`config.mk`:
```
export PLATFORM = sky130hd
export DESIGN_NAME = smpc_top
export DESIGN_NICKNAME = d
export VERILOG_FILES = /design/src/hw/smpc_pkg.sv /design/src/hw/smpc_cmd_if.sv /design/src/hw/smpc_oreg_ram.sv /design/src/hw/smpc_host_regs.sv /design/src/hw/smpc_cmd_seq.sv /design/src/hw/smpc_top.sv
export VERILOG_INCLUDE_DIRS = /design/src /design/src/hw
export SDC_FILE = /design/constraint.sdc
export NUM_CORES = 1
export LEC_CHECK = 0
export CAP_MARGIN = 10
export CELL_PAD_IN_SITES_DETAIL_PLACEMENT = 1
export CELL_PAD_IN_SITES_GLOBAL_PLACEMENT = 1
export CORE_MARGIN = 1
export CORE_UTILIZATION = 50
export CTS_BUF_LIST = sky130_fd_sc_hd__clkbuf_4 sky130_fd_sc_hd__clkbuf_8
export CTS_CLUSTER_SIZE = 25
export DETAILED_ROUTE_END_ITERATION = 8
export DONT_BUFFER_PORTS = 1
export MAX_ROUTING_LAYER = met4
export PLACE_DENSITY_LB_ADDON = 0.1
export SLEW_MARGIN = 20
export SYNTH_ARGS = -nofsm -noshare
export SYNTH_HDL_FRONTEND = slang
export SYNTH_SLANG_ARGS = --single-unit
```
`constraint.sdc`:
```
create_clock -name CLK -period 4 [get_ports CLK]
set_input_delay 0.8 -clock CLK [delete_from_list [all_inputs] [get_ports CLK]]
set_output_delay 0.8 -clock CLK [all_outputs]
set_load 0.01 [all_outputs]
```
`src/hw/smpc_params.svh`:
```
`ifndef SMPC_PARAMS_SVH
`define SMPC_PARAMS_SVH

`define SMPC_DW             8
`define SMPC_AW             6
`define SMPC_OREG_AW        5
`define SMPC_OREG_BASE      6'h10       // Word address of OREG0

`define SMPC_ADDR_IREG0     7'h01
`define SMPC_ADDR_IREG2     7'h05
`define SMPC_ADDR_COMREG    7'h1F
`define SMPC_ADDR_OREG_END  7'h5F
`define SMPC_ADDR_SR        7'h61
`define SMPC_ADDR_SF        7'h63

`define SMPC_WAIT_W         16
`define SMPC_WAIT_POWER     120         // CE cycles
`define SMPC_WAIT_CD        159
`define SMPC_WAIT_CKCHG     100
`define SMPC_WAIT_NMI       127
`define SMPC_WAIT_STATUS    500

`define SMPC_OREG_CMD_SLOT  5'd31
`define SMPC_AREA_CODE_BYTE 8'h20       // Status byte 1
`define SMPC_AREA_CODE_B2   8'h22
`define SMPC_AREA_CODE_B3   8'h01
`define SMPC_INTBACK_KEY    8'hF0

`endif

```
`src/hw/smpc_pkg.sv`:
```
package smpc_pkg;

	typedef enum logic [7:0] {
		MSHON    = 8'h00,
		SSHON    = 8'h02,
		SSHOFF   = 8'h03,
		SNDON    = 8'h06,
		SNDOFF   = 8'h07,
		CDON     = 8'h08,
		CDOFF    = 8'h09,
		SYSRES   = 8'h0D,
		CKCHG352 = 8'h0E,
		CKCHG320 = 8'h0F,
		INTBACK  = 8'h10,
		NMIREQ   = 8'h18,
		RESENAB  = 8'h19,
		RESDISA  = 8'h1A
	} smpc_cmd_e;

	typedef enum logic [4:0] {
		IDLE  = 5'b00001,
		START = 5'b00010,
		WAIT  = 5'b00100,
		EXEC  = 5'b01000,
		END   = 5'b10000
	} smpc_seq_state_e;

endpackage

```
`src/hw/smpc_cmd_if.sv`:
```
`include "smpc_params.svh"

interface smpc_cmd_if;
	smpc_pkg::smpc_cmd_e  comreg;
	logic                 start;        // COMREG written
	logic [`SMPC_DW-1:0]  ireg0;
	logic [`SMPC_DW-1:0]  ireg2;
	logic                 done;         // Clears SF
	logic [2:0]           sr_hi;

	modport host (
		output comreg, start, ireg0, ireg2,
		input  done, sr_hi
	);

	modport seq (
		input  comreg, start, ireg0, ireg2,
		output done, sr_hi
	);
endinterface

```
`src/hw/smpc_oreg_ram.sv`:
```
`include "smpc_params.svh"

module smpc_oreg_ram (
	input  logic                     CLK,
	input  logic                     we,
	input  logic [`SMPC_OREG_AW-1:0] wa,
	input  logic [`SMPC_DW-1:0]      d,
	input  logic [`SMPC_OREG_AW-1:0] ra,
	output logic [`SMPC_DW-1:0]      q
);
	logic [`SMPC_DW-1:0] mem [0:(1 << `SMPC_OREG_AW)-1];

	initial begin
		mem = '{default: '0};    // Power-up contents
	end

	always_ff @(posedge CLK) begin
		if (we) begin
			mem[wa] <= d;
		end
	end

	assign q = mem[ra];    // Async read port
endmodule

```
`src/hw/smpc_host_regs.sv`:
```
`include "smpc_params.svh"

module smpc_host_regs (
	input  logic                     CLK,
	input  logic                     RST_N,
	input  logic [`SMPC_AW-1:0]      a,
	input  logic [`SMPC_DW-1:0]      di,
	input  logic                     cs_n,
	input  logic                     rw_n,
	output logic [`SMPC_DW-1:0]      do_q,
	output logic [`SMPC_OREG_AW-1:0] ram_ra,
	input  logic [`SMPC_DW-1:0]      ram_q,
	smpc_cmd_if.host                 cmd
);
	logic       rw_n_old;
	logic       cs_n_old;
	logic       wr_stb;
	logic       rd_stb;
	logic       sf;
	logic [6:0] byte_addr;

	assign byte_addr = {a, 1'b1};    // Odd byte lane only
	assign wr_stb    = !rw_n && rw_n_old && !cs_n;
	assign rd_stb    = !cs_n && cs_n_old && rw_n;
	assign ram_ra    = `SMPC_OREG_AW'(a - `SMPC_OREG_BASE);

	always_ff @(posedge CLK or negedge RST_N) begin
		if (!RST_N) begin
			rw_n_old   <= 1'b1;
			cs_n_old   <= 1'b1;
			cmd.ireg0  <= '0;
			cmd.ireg2  <= '0;
			cmd.comreg <= smpc_pkg::MSHON;
			cmd.start  <= 1'b0;
			sf         <= 1'b0;
		end else begin
			rw_n_old  <= rw_n;
			cs_n_old  <= cs_n;
			cmd.start <= 1'b0;

			if (cmd.done) begin
				sf <= 1'b0;
			end

			if (wr_stb) begin
				case (byte_addr)
					`SMPC_ADDR_IREG0: begin
						cmd.ireg0 <= di;
					end
					`SMPC_ADDR_IREG2: begin
						cmd.ireg2 <= di;
					end
					`SMPC_ADDR_COMREG: begin
						cmd.comreg <= smpc_pkg::smpc_cmd_e'(di);
						cmd.start  <= 1'b1;
					end
					`SMPC_ADDR_SF: begin
						if (di[0]) begin
							sf <= 1'b1;    // Host may only set
						end
					end
					default: begin
					end
				endcase
			end
		end
	end

	// Read data mux
	always_ff @(posedge CLK) begin
		if (rd_stb) begin
			if (byte_addr <= `SMPC_ADDR_OREG_END) begin
				do_q <= ram_q;
			end else if (byte_addr == `SMPC_ADDR_SR) begin
				do_q <= {cmd.sr_hi, 5'b00000};
			end else if (byte_addr == `SMPC_ADDR_SF) begin
				do_q <= {7'b0000000, sf};
			end else begin
				do_q <= '0;
			end
		end
	end
endmodule

```
`src/hw/smpc_cmd_seq.sv`:
```
`include "smpc_params.svh"

module smpc_cmd_seq (
	input  logic                     CLK,
	input  logic                     RST_N,
	input  logic                     ce,
	input  logic                     mres_n,
	input  logic [3:0]               ac,
	smpc_cmd_if.seq                  cmd,
	output logic                     oreg_we,
	output logic [`SMPC_OREG_AW-1:0] oreg_wa,
	output logic [`SMPC_DW-1:0]      oreg_d,
	output logic                     mshres_n,
	output logic                     mshnmi_n,
	output logic                     sshres_n,
	output logic                     sshnmi_n,
	output logic                     sysres_n,
	output logic                     sndres_n,
	output logic                     cdres_n,
	output logic                     mirq_n,
	output logic                     dotsel
);
	smpc_pkg::smpc_seq_state_e state;
	smpc_pkg::smpc_cmd_e       cmd_q;      // Command being run
	logic [`SMPC_WAIT_W-1:0]   wait_cnt;
	logic [`SMPC_OREG_AW-1:0]  oreg_cnt;
	logic [`SMPC_DW-1:0]       stat_byte;
	logic                      pending;
	logic                      take;
	logic                      stat_req;
	logic                      resd;

	assign take = ce && mres_n && state == smpc_pkg::IDLE && (pending || cmd.start);

	// COMREG writes queue here while a command runs
	always_ff @(posedge CLK or negedge RST_N) begin
		if (!RST_N) begin
			pending <= 1'b0;
		end else if (take) begin
			pending <= 1'b0;
		end else if (cmd.start) begin
			pending <= 1'b1;
		end
	end

	always_comb begin
		case (oreg_cnt)
			5'd0:                stat_byte = {1'b0, resd, 6'b000000};
			5'd1:                stat_byte = `SMPC_AREA_CODE_BYTE;
			5'd2:                stat_byte = `SMPC_AREA_CODE_B2;
			5'd3:                stat_byte = `SMPC_AREA_CODE_B3;
			5'd9:                stat_byte = {4'b0000, ac};
			5'd10:               stat_byte = {1'b0, dotsel, 2'b11, ~mshnmi_n, 1'b1,
			                                  ~sysres_n, ~sndres_n};
			5'd11:               stat_byte = {1'b0, ~cdres_n, 6'b000000};
			`SMPC_OREG_CMD_SLOT: stat_byte = cmd_q;
			default:             stat_byte = '0;
		endcase
	end

	always_ff @(posedge CLK or negedge RST_N) begin
		if (!RST_N) begin
			state     <= smpc_pkg::IDLE;
			cmd_q     <= smpc_pkg::MSHON;
			wait_cnt  <= '0;
			oreg_cnt  <= '0;
			stat_req  <= 1'b0;
			cmd.done  <= 1'b0;
			cmd.sr_hi <= 3'b000;
			oreg_we   <= 1'b0;
			oreg_wa   <= '0;
			oreg_d    <= '0;
			{mshres_n, mshnmi_n, sshres_n, sshnmi_n} <= 4'b0000;
			{sysres_n, sndres_n, cdres_n}            <= 3'b000;
			mirq_n    <= 1'b1;
			dotsel    <= 1'b0;
			resd      <= 1'b1;
		end else begin
			oreg_we  <= 1'b0;
			cmd.done <= 1'b0;
			if (!mres_n) begin    // Power-on levels, FSM frozen
				{mshres_n, mshnmi_n, sshres_n, sshnmi_n} <= 4'b1101;
				{sysres_n, sndres_n, cdres_n}            <= 3'b101;
				mirq_n    <= 1'b1;
				dotsel    <= 1'b0;
				cmd.sr_hi <= 3'b000;
				resd      <= 1'b1;
			end else if (ce) begin
				case (state)
					smpc_pkg::IDLE: begin
						mirq_n <= 1'b1;
						if (take) begin
							cmd_q <= cmd.comreg;
							state <= smpc_pkg::START;
						end
					end
					smpc_pkg::START: begin
						oreg_cnt <= '0;
						stat_req <= 1'b0;
						state    <= smpc_pkg::WAIT;
						case (cmd_q)
							smpc_pkg::MSHON, smpc_pkg::SSHON, smpc_pkg::SSHOFF,
							smpc_pkg::SNDON, smpc_pkg::SNDOFF:
								wait_cnt <= `SMPC_WAIT_W'(`SMPC_WAIT_POWER);
							smpc_pkg::CDON, smpc_pkg::CDOFF:
								wait_cnt <= `SMPC_WAIT_W'(`SMPC_WAIT_CD);
							smpc_pkg::SYSRES:
								wait_cnt <= '0;
							smpc_pkg::CKCHG352, smpc_pkg::CKCHG320:
								wait_cnt <= `SMPC_WAIT_W'(`SMPC_WAIT_CKCHG);
							smpc_pkg::NMIREQ, smpc_pkg::RESENAB, smpc_pkg::RESDISA:
								wait_cnt <= `SMPC_WAIT_W'(`SMPC_WAIT_NMI);
							smpc_pkg::INTBACK: begin
								if (cmd.ireg2 == `SMPC_INTBACK_KEY && cmd.ireg0[0]) begin
									stat_req <= 1'b1;
									wait_cnt <= `SMPC_WAIT_W'(`SMPC_WAIT_STATUS);
								end else begin
									wait_cnt <= '0;    // Echo only
								end
							end
							default: state <= smpc_pkg::EXEC;
						endcase
					end
					smpc_pkg::WAIT: begin
						if (wait_cnt == '0) begin
							state <= smpc_pkg::EXEC;
						end else begin
							wait_cnt <= wait_cnt - 1'b1;
						end
					end
					smpc_pkg::EXEC: begin
						oreg_we <= 1'b1;
						oreg_wa <= `SMPC_OREG_CMD_SLOT;
						oreg_d  <= cmd_q;
						state   <= smpc_pkg::END;
						case (cmd_q)
							smpc_pkg::MSHON:  {mshres_n, mshnmi_n} <= 2'b11;
							smpc_pkg::SSHON:  {sshres_n, sshnmi_n} <= 2'b11;
							smpc_pkg::SSHOFF: {sshres_n, sshnmi_n} <= 2'b01;
							smpc_pkg::SNDON:  sndres_n <= 1'b1;
							smpc_pkg::SNDOFF: sndres_n <= 1'b0;
							smpc_pkg::CDON:   cdres_n <= 1'b1;
							smpc_pkg::CDOFF:  cdres_n <= 1'b0;
							smpc_pkg::SYSRES: begin
								{mshres_n, mshnmi_n, sshres_n, sshnmi_n} <= 4'b0000;
								{sysres_n, sndres_n, cdres_n}            <= 3'b000;
							end
							smpc_pkg::CKCHG352, smpc_pkg::CKCHG320: begin
								{mshnmi_n, sshres_n, sshnmi_n} <= 3'b000;
								{sysres_n, sndres_n}           <= 2'b00;
								dotsel <= (cmd_q == smpc_pkg::CKCHG352);
							end
							smpc_pkg::NMIREQ:  mshnmi_n <= 1'b0;
							smpc_pkg::RESENAB: resd <= 1'b0;
							smpc_pkg::RESDISA: resd <= 1'b1;
							smpc_pkg::INTBACK: begin
								if (stat_req) begin    // One OREG per cycle
									oreg_wa  <= oreg_cnt;
									oreg_d   <= stat_byte;
									oreg_cnt <= oreg_cnt + 1'b1;
									if (oreg_cnt != `SMPC_OREG_CMD_SLOT) begin
										state <= smpc_pkg::EXEC;
									end else begin
										cmd.sr_hi <= 3'b010;
										mirq_n    <= 1'b0;
									end
								end
							end
							default: begin
							end
						endcase
					end
					smpc_pkg::END: begin
						case (cmd_q)
							smpc_pkg::SYSRES: begin
								{mshres_n, mshnmi_n, sshres_n, sshnmi_n} <= 4'b1111;
								{sysres_n, sndres_n, cdres_n}            <= 3'b111;
							end
							smpc_pkg::CKCHG352, smpc_pkg::CKCHG320:
								{mshnmi_n, sndres_n, sysres_n} <= 3'b111;
							smpc_pkg::NMIREQ: mshnmi_n <= 1'b1;
							default: begin
							end
						endcase
						cmd.done <= 1'b1;
						state    <= smpc_pkg::IDLE;
					end
					default: state <= smpc_pkg::IDLE;
				endcase
			end
		end
	end
endmodule

```
`src/hw/smpc_top.sv`:
```
`include "smpc_params.svh"

module smpc_top (
	input  logic               CLK,
	input  logic               RST_N,
	input  logic               CE,
	input  logic               MRES_N,
	input  logic [3:0]         AC,
	input  logic [6:1]         A,
	input  logic [`SMPC_DW-1:0] DI,
	output logic [`SMPC_DW-1:0] DO,
	input  logic               CS_N,
	input  logic               RW_N,
	output logic               MSHRES_N,
	output logic               MSHNMI_N,
	output logic               SSHRES_N,
	output logic               SSHNMI_N,
	output logic               SYSRES_N,
	output logic               SNDRES_N,
	output logic               CDRES_N,
	output logic               MIRQ_N,
	output logic               DOTSEL
);
	logic                     oreg_we;
	logic [`SMPC_OREG_AW-1:0] oreg_wa;
	logic [`SMPC_DW-1:0]      oreg_d;
	logic [`SMPC_OREG_AW-1:0] ram_ra;
	logic [`SMPC_DW-1:0]      ram_q;

	smpc_cmd_if cmd_if ();

	smpc_host_regs u_host_regs (
		.CLK, .RST_N, .a(A), .di(DI), .cs_n(CS_N), .rw_n(RW_N), .do_q(DO),
		.ram_ra, .ram_q, .cmd(cmd_if.host)
	);

	smpc_cmd_seq u_cmd_seq (
		.CLK, .RST_N, .ce(CE), .mres_n(MRES_N), .ac(AC), .cmd(cmd_if.seq),
		.oreg_we, .oreg_wa, .oreg_d,
		.mshres_n(MSHRES_N), .mshnmi_n(MSHNMI_N), .sshres_n(SSHRES_N),
		.sshnmi_n(SSHNMI_N), .sysres_n(SYSRES_N), .sndres_n(SNDRES_N),
		.cdres_n(CDRES_N), .mirq_n(MIRQ_N), .dotsel(DOTSEL)
	);

	smpc_oreg_ram u_oreg_ram (
		.CLK, .we(oreg_we), .wa(oreg_wa), .d(oreg_d), .ra(ram_ra), .q(ram_q)
	);
endmodule

```
==> impl_results.md, run 1 <==
- Drt total wl: 35700 um
- Vias in the first global route: around 8900
- Maximum clock rate: 357.7 MHz
- Area Overhead vs Synth: 9.505%
- VDD IR max: 0.4004 mV
- Clock sinks: 347
- Type of the worst min-delay path: input port to asynchronous set/reset pin
- Final period util: approximately 70%
- Sequential cell area: 0.01002 sq mm
- Gr usage total: 25.19%
- Crit path capture type: flip-flop
- Share of post-route cells with drive strength above 1: 23.17%
- Worst EP required: between 4000 and 5000 ps
- PwrDens: 519.8 mW/mm^2
- Number of diodes: 0
- Commonest cells in the synthesized netlist: edfxtp_1 (264), dfrtp_1 (78), mux4_2 (78)
- Root Buffer: clkbuf_8
- Critical path type: flip-flop to flip-flop
- DR iter-0 viols: approximately 620
- Area share of the largest cell type after synthesis: about 54%
- FFs w/ async S/R, synth: 23.92%
- Largest net degree at the start of global routing: 79
- Critical path launch point type: flip-flop
- Leakage: 5.074 nW
- CTS tree: done
- Mapped Nets: between 900 and 1000
- Global placement routability congestion: 0.8488
- Synth Flop Type: edfxtp_1
- Final Hold Viols: 0
- Post-CTS setup buffers: 0
- Fin. max-slew vios: 0
- Clock period minus worst slack: 2795 ps
- RSZ-0062 raised after global routing: false
- Routed len/inst: 26.34 um
- DRC violations left: 0
- Placed insts: approximately 1300
- Fill cell count: 2705
- Worst Tran Pin Value: around 900 ps
- Max Root-Sink Buffers: 3
- CTS buffer count: 55
- Status: complete, no violations
- Chip width: roughly 170 um
- Number of synthesized flops with an enable pin: 264
- Boundary Pins: 41
- Initial Utilization: 51.09%
- Count of cell types in the netlist: 72
- First-pass GRT wire length: 54630 um
- Reg clk slew, reported paths: 60 ps
- Leading area contributor after synthesis: edfxtp_1
- Die Y: 173.5 um
- FP Rows: 62
- Via Count: slightly above 8000
- Seq/Total Area, Yosys: roughly two thirds
- Multi-input gate area: 0.004374 sq mm
- Synth Area per Inst: 16.12 sq um
- DR vias/cell: 6.053
- Relative slew slack: 38.10%
- Post-route ant nets: 0
- Core footprint: about 0.029 sq mm
- Post-route insts no fill: 1355
- Max-Cap Viols: 0
- TritonRoute pass-1 iters: 5
- Initial antenna violation count: 0
- DP HPWL: roughly 23000 um
- Setup violations, final: 0
- Crit Path Max Fanout: 26
- H-tree depth: 2
- IO Port Bufs: 0
- Worst-Skew Late Latency: 600 ps
- Syn Inst Count: 912
- Post-synth design cell area: between 0.01 and 0.015 sq mm
- Setup Skew: approximately 26 ps
- Setup tns final: 0 ps
- Warnings, synthesis: 0
- Top cells by area, synth: edfxtp_1 (54%), dfrtp_1 (13%), mux4_2 (12%), mux2_2 (2.2%), nor2_1 (1.8%)
- Seq cells post-synth: 347
- Most frequent cell after synthesis: edfxtp_1
- Final net count: between 900 and 1000
- Worst EP arrival: approximately 3200 ps
- GRT overflow: 0
- Die footprint: 0.03010 sq mm
==> final timing paths <==
check	endpoint	cells after the start	slack (ps)	from
worst max-delay path	u_cmd_seq.wait_cnt[0]	7	1200	u_cmd_seq.cmd_q[1]
worst min-delay path	u_cmd_seq.state[0]	0	50	RST_N
max in group asynchronous	u_cmd_seq.oreg_d[3]	1	3540	RST_N
min in group CLK	u_host_regs.rw_n_old	0	220	RW_N
worst min register to register	u_host_regs.sf	1	450	u_cmd_seq.cmd.done
worst max register to register	u_cmd_seq.wait_cnt[0]	7	1200	u_cmd_seq.cmd_q[1]
==> cell families after synthesis <==
kind of cell / Yosys count / share of synthesized area [%]
AOI/OAI and AO/OA: 133 / 5.676
xor gates and xnor gates: 6 / 0.3574
adders and majority gates: 9 / 0.7318
buffers and inverters: 74 / 2.170
DFF: 347 / 68.08
muxes: 113 / 14.58
and+or+nand+nor: 230 / 8.407
==> cells in the final DEF, fill, tap and decap left out, types with 3 or more instances in the layout <==
cell,n
nand3b_1,7
clkinv_1,17
nand2b_1,4
dfrtp_2,8
nor2_1,71
buf_4,4
and2_1,3
or4_1,4
nand2_1,58
a22oi_1,3
a21oi_1,32
xor2_1,4
nor4_4,4
a31oi_1,10
and3_1,5
ha_1,7
mux2_2,29
nand4_1,4
clkbuf_8,57
or3b_2,3
a21o_1,4
dfrtp_1,70
nor2b_1,8
clkinv_2,9
o22a_1,6
a211oi_1,3
o21ai_0,45
o22ai_1,4
edfxtp_1,264
nand3_1,9
nor3b_1,7
a22o_1,3
mux4_2,78
mux2i_1,6
dfstp_2,5
nor3_1,17
clkbuf_4,16
inv_1,26
or3_1,8
==> metal layers <==
metal	vias up	track usage, %	share of wire [%]	routed length, um
met5	-	-	0	0
met4	0	7.412	2.5	908
met3	63	6.096	6.3	2252
met2	241	40.55	50	17850
met1	4295	31.89	41	14690
li1	3603	-	-	-
==> registers in the layout, indices dropped and copies added, names as in the netlist, 5 cells and up <==
name                    count
u_host_regs.do_q            8
u_oreg_ram.mem            256
u_host_regs.cmd.comreg      8
u_cmd_seq.wait_cnt         16
u_cmd_seq.oreg_cnt          5
u_cmd_seq.cmd_q             8
u_cmd_seq.oreg_wa           5
u_cmd_seq.state             5
u_cmd_seq.oreg_d            8
u_host_regs.cmd.ireg2       8
==> worst max-delay path, cell delays in order, from the launching register on <==
cell and delay, ps:
dfrtp_1 820, nor4bb_1 350, a221o_1 220, nor4_4 60, buf_4 200, a31oi_4 580
mux2i_1 260, o21ai_0 110
==> metrics by stage <==
stage                     setup WS, ps  area, sq um  util [%]  power [mW]  hold slack [ps]
after floorplan                   1279        14700         -       5.167            399.6
after global placement            1269        14990     52.10       5.419            425.2
after detailed placement          1220        14990     52.10       5.490            434.0
after CTS                         1194        16090     55.91       8.436            12.19
after global routing             952.1        16100     55.95       8.699            16.79
final                             1205        16100     55.95       8.370            52.63
==> final cells by class <==
class	count	area share, %
tap	384	2.984
inverter	26	0.6061
multi-input combinational	491	27.17
clock inverter	29	1.033
timing repair buffer	5	0.3574
sequential	347	62.24
clock buffer	73	5.618
==> repair_timing <==
action / CTS / global route
resized for setup: 0 / 0
hold endpoints to repair: 78 / 0
hold buffers: 1 / 0
==> power by group <==
group,switching [mW],leakage [nW],internal [mW]
combinational,0.521,1.47,0.389
clock,1.39,0.572,1.54
sequential,0.408,3.03,4.12
total,2.32,5.07,6.05
(Power assumes the default switching activity.)
==> run 2: changes to the inputs <==
==> constraint.sdc (replaced) <==
create_clock -name CLK -period 2.72 [get_ports CLK]
set_input_delay 0.544 -clock CLK [delete_from_list [all_inputs] [get_ports CLK]]
set_output_delay 0.544 -clock CLK [all_outputs]
set_load 0.01 [all_outputs]
==> run 2 against run 1 <==
  * First-iteration DRC count decreased by 0.64%
  * Fmax is 12% higher
  * Worst setup slack got worse by 980 ps
  * Largest cell class unchanged
  * Highest routed layer unchanged
  * Sequential share of layout area down 1.7 points
==> impl_results.md, run 2 (same netlist as run 1, synthesis figures left out) <==
- Status: complete, no violations
- CP peak stage delay: 570 ps
- PwrDens: 755.9 mW/mm^2
- Most common cell after layout, fill and taps aside: edfxtp_1
- Crit path buf inv count: 1
- Worst Tran Pin Value: 786.0 ps
- Crit Path Max Fanout: 16
- Critical path's slowest cell: or4_1
- Final Hold Viols: 0
- Post-CTS setup buffers: 0
- Post-route insts no fill: 1405
- Clock period minus worst slack: 2492 ps
- Share of post-route cells with drive strength above 1: 26.74%
- First-pass GRT wire length: 55700 um
- Dpl cell area: 0.01536 sq mm
- Maximum clock rate: 401.2 MHz
- Worst EP arrival: 2950 ps
- CTS buffer count: 56
- FP Rows: 62
- Setup tns final: 0 ps
- CTS tree: done
- Critical path type: flip-flop to flip-flop
- Routed len/inst: 25.24 um
- Largest regs: u_oreg_ram.mem x256, u_cmd_seq.wait_cnt x16
- IO Port Bufs: 0
- Core footprint: 0.02878 sq mm
- Cells along the critical path: or4_1 > nor4_2 > nand3_2 > a31oi_4 > buf_4 > mux2_2
- Tot Pwr: between 10 and 15 mW
- Most flops, register: u_oreg_ram.mem
- Hold wc startpoint: MRES_N
- Die Y: 173.5 um
- Setup violations, final: 0
- Critical path launch point type: flip-flop
- Via Count: 8391
- Max-Cap Viols: 0
- Reg clk slew, reported paths: 60 ps
- Crit path capture type: flip-flop
- DP HPWL: 23320 um
- Placement Setup Slack: around 220 ps
- Fin. max-slew vios: 0
- Root Buffer: clkbuf_8
- Fill cell count: around 2700
- Area Overhead vs Synth: 12.56%
- Gr usage total: 25.33%
- Type of the worst min-delay path: input port to flip-flop
- Setup Skew: 20.94 ps
- Boundary Pins: between 40 and 50
- Leakage: 5.384 nW
- Initial Utilization: 51.09%
- Commonest cells after routing, fill and taps aside: edfxtp_1 (264), mux4_2 (78), dfrtp_1 (75)
- Worst-Skew Late Latency: 590 ps
- Final period util: 91.63%
- Number of diodes: 0
- Max Root-Sink Buffers: 3
- Worst EP required: 3180 ps
- Largest net degree at the start of global routing: 84
- DR vias/cell: ~6.0
- Vias in the first global route: 9330
- VDD IR max: 0.4730 mV
- Relative slew slack: between 40 and 50%
- RSZ-0062 raised after global routing: false
- Final WS setup: around 230 ps
- DRC violations left: 0
- Largest register FFs: roughly 260
- Die footprint: approximately 0.03 sq mm
- Worst r2r src: u_cmd_seq.wait_cnt[11]
- Initial antenna violation count: 0
- Chip width: 173.5 um
- H-tree depth: 2
- GRT overflow: 0
- Worst path top cell family by delay: simple AND/OR/NAND/NOR gates
- Final net count: 1011
- Post-route ant nets: 0
- Drt total wl: 35470 um
- Origin of the worst setup path: u_cmd_seq.wait_cnt[11]
- Clock sinks: 347
- TritonRoute pass-1 iters: 4
- DR iter-0 viols: 619
- Finished Cell Area: 0.01655 sq mm
- Placed insts: 1301
- Global placement routability congestion: 0.8907
## run 2: path summary, 6_finish.rpt
kind,to,slack [ps],cells past startpoint
setup / recovery,u_cmd_seq.wait_cnt[1],230,6
hold / removal,u_cmd_seq.sysres_n,90,1
setup reg to reg,u_cmd_seq.wait_cnt[1],230,6
hold reg to reg,u_host_regs.sf,450,1
max in group asynchronous,u_cmd_seq.state[0],1830,2
min in group asynchronous,u_cmd_seq.wait_cnt[10],510,2
## run 2: stage by stage
| stage | hold slack [ps] | utilization (%) |
|---|---|---|
| 2_1_floorplan | 248.4 | - |
| 3_3_place_gp | 251.8 | 53.37 |
| 3_5_place_dp | 252.1 | 53.37 |
| 4_1_cts | 63.12 | 57.50 |
| 5_1_grt | 66.26 | 57.51 |
| 6_report | 88.55 | 57.51 |
## run 2: final cells by class
class                           count  area [sq um]  area share [%]
Clock buffer                       77         953.4           5.760
Clock inverter                     22         165.2          0.9979
Inverter                           26         97.59          0.5897
Multi-Input combinational cell    491          4374           26.43
Sequential cell                   347         10010           60.51
Tap cell                          384         480.5           2.903
Timing Repair Buffer               58         465.4           2.812
## run 2: what timing repair did
action                    CTS  global route
hold buffers                5             0
resized for setup           0             0
hold endpoints to repair   86             0
## run 2: power by group
| part | internal, mW | switching (mW) |
|---|---|---|
| Combinational | 0.628 | 0.926 |
| Clock | 2.46 | 2.02 |
| Sequential | 6.06 | 0.412 |
## run 2: layer usage
layer / global-route usage [%] / up-vias / share of wire [%]
li1: - / 3705 / -
met1: 32.21 / 4403 / 42
met2: 42.22 / 219 / 51
met3: 4.342 / 64 / 5.0
met4: 6.932 / 0 / 2.5
met5: - / - / 0
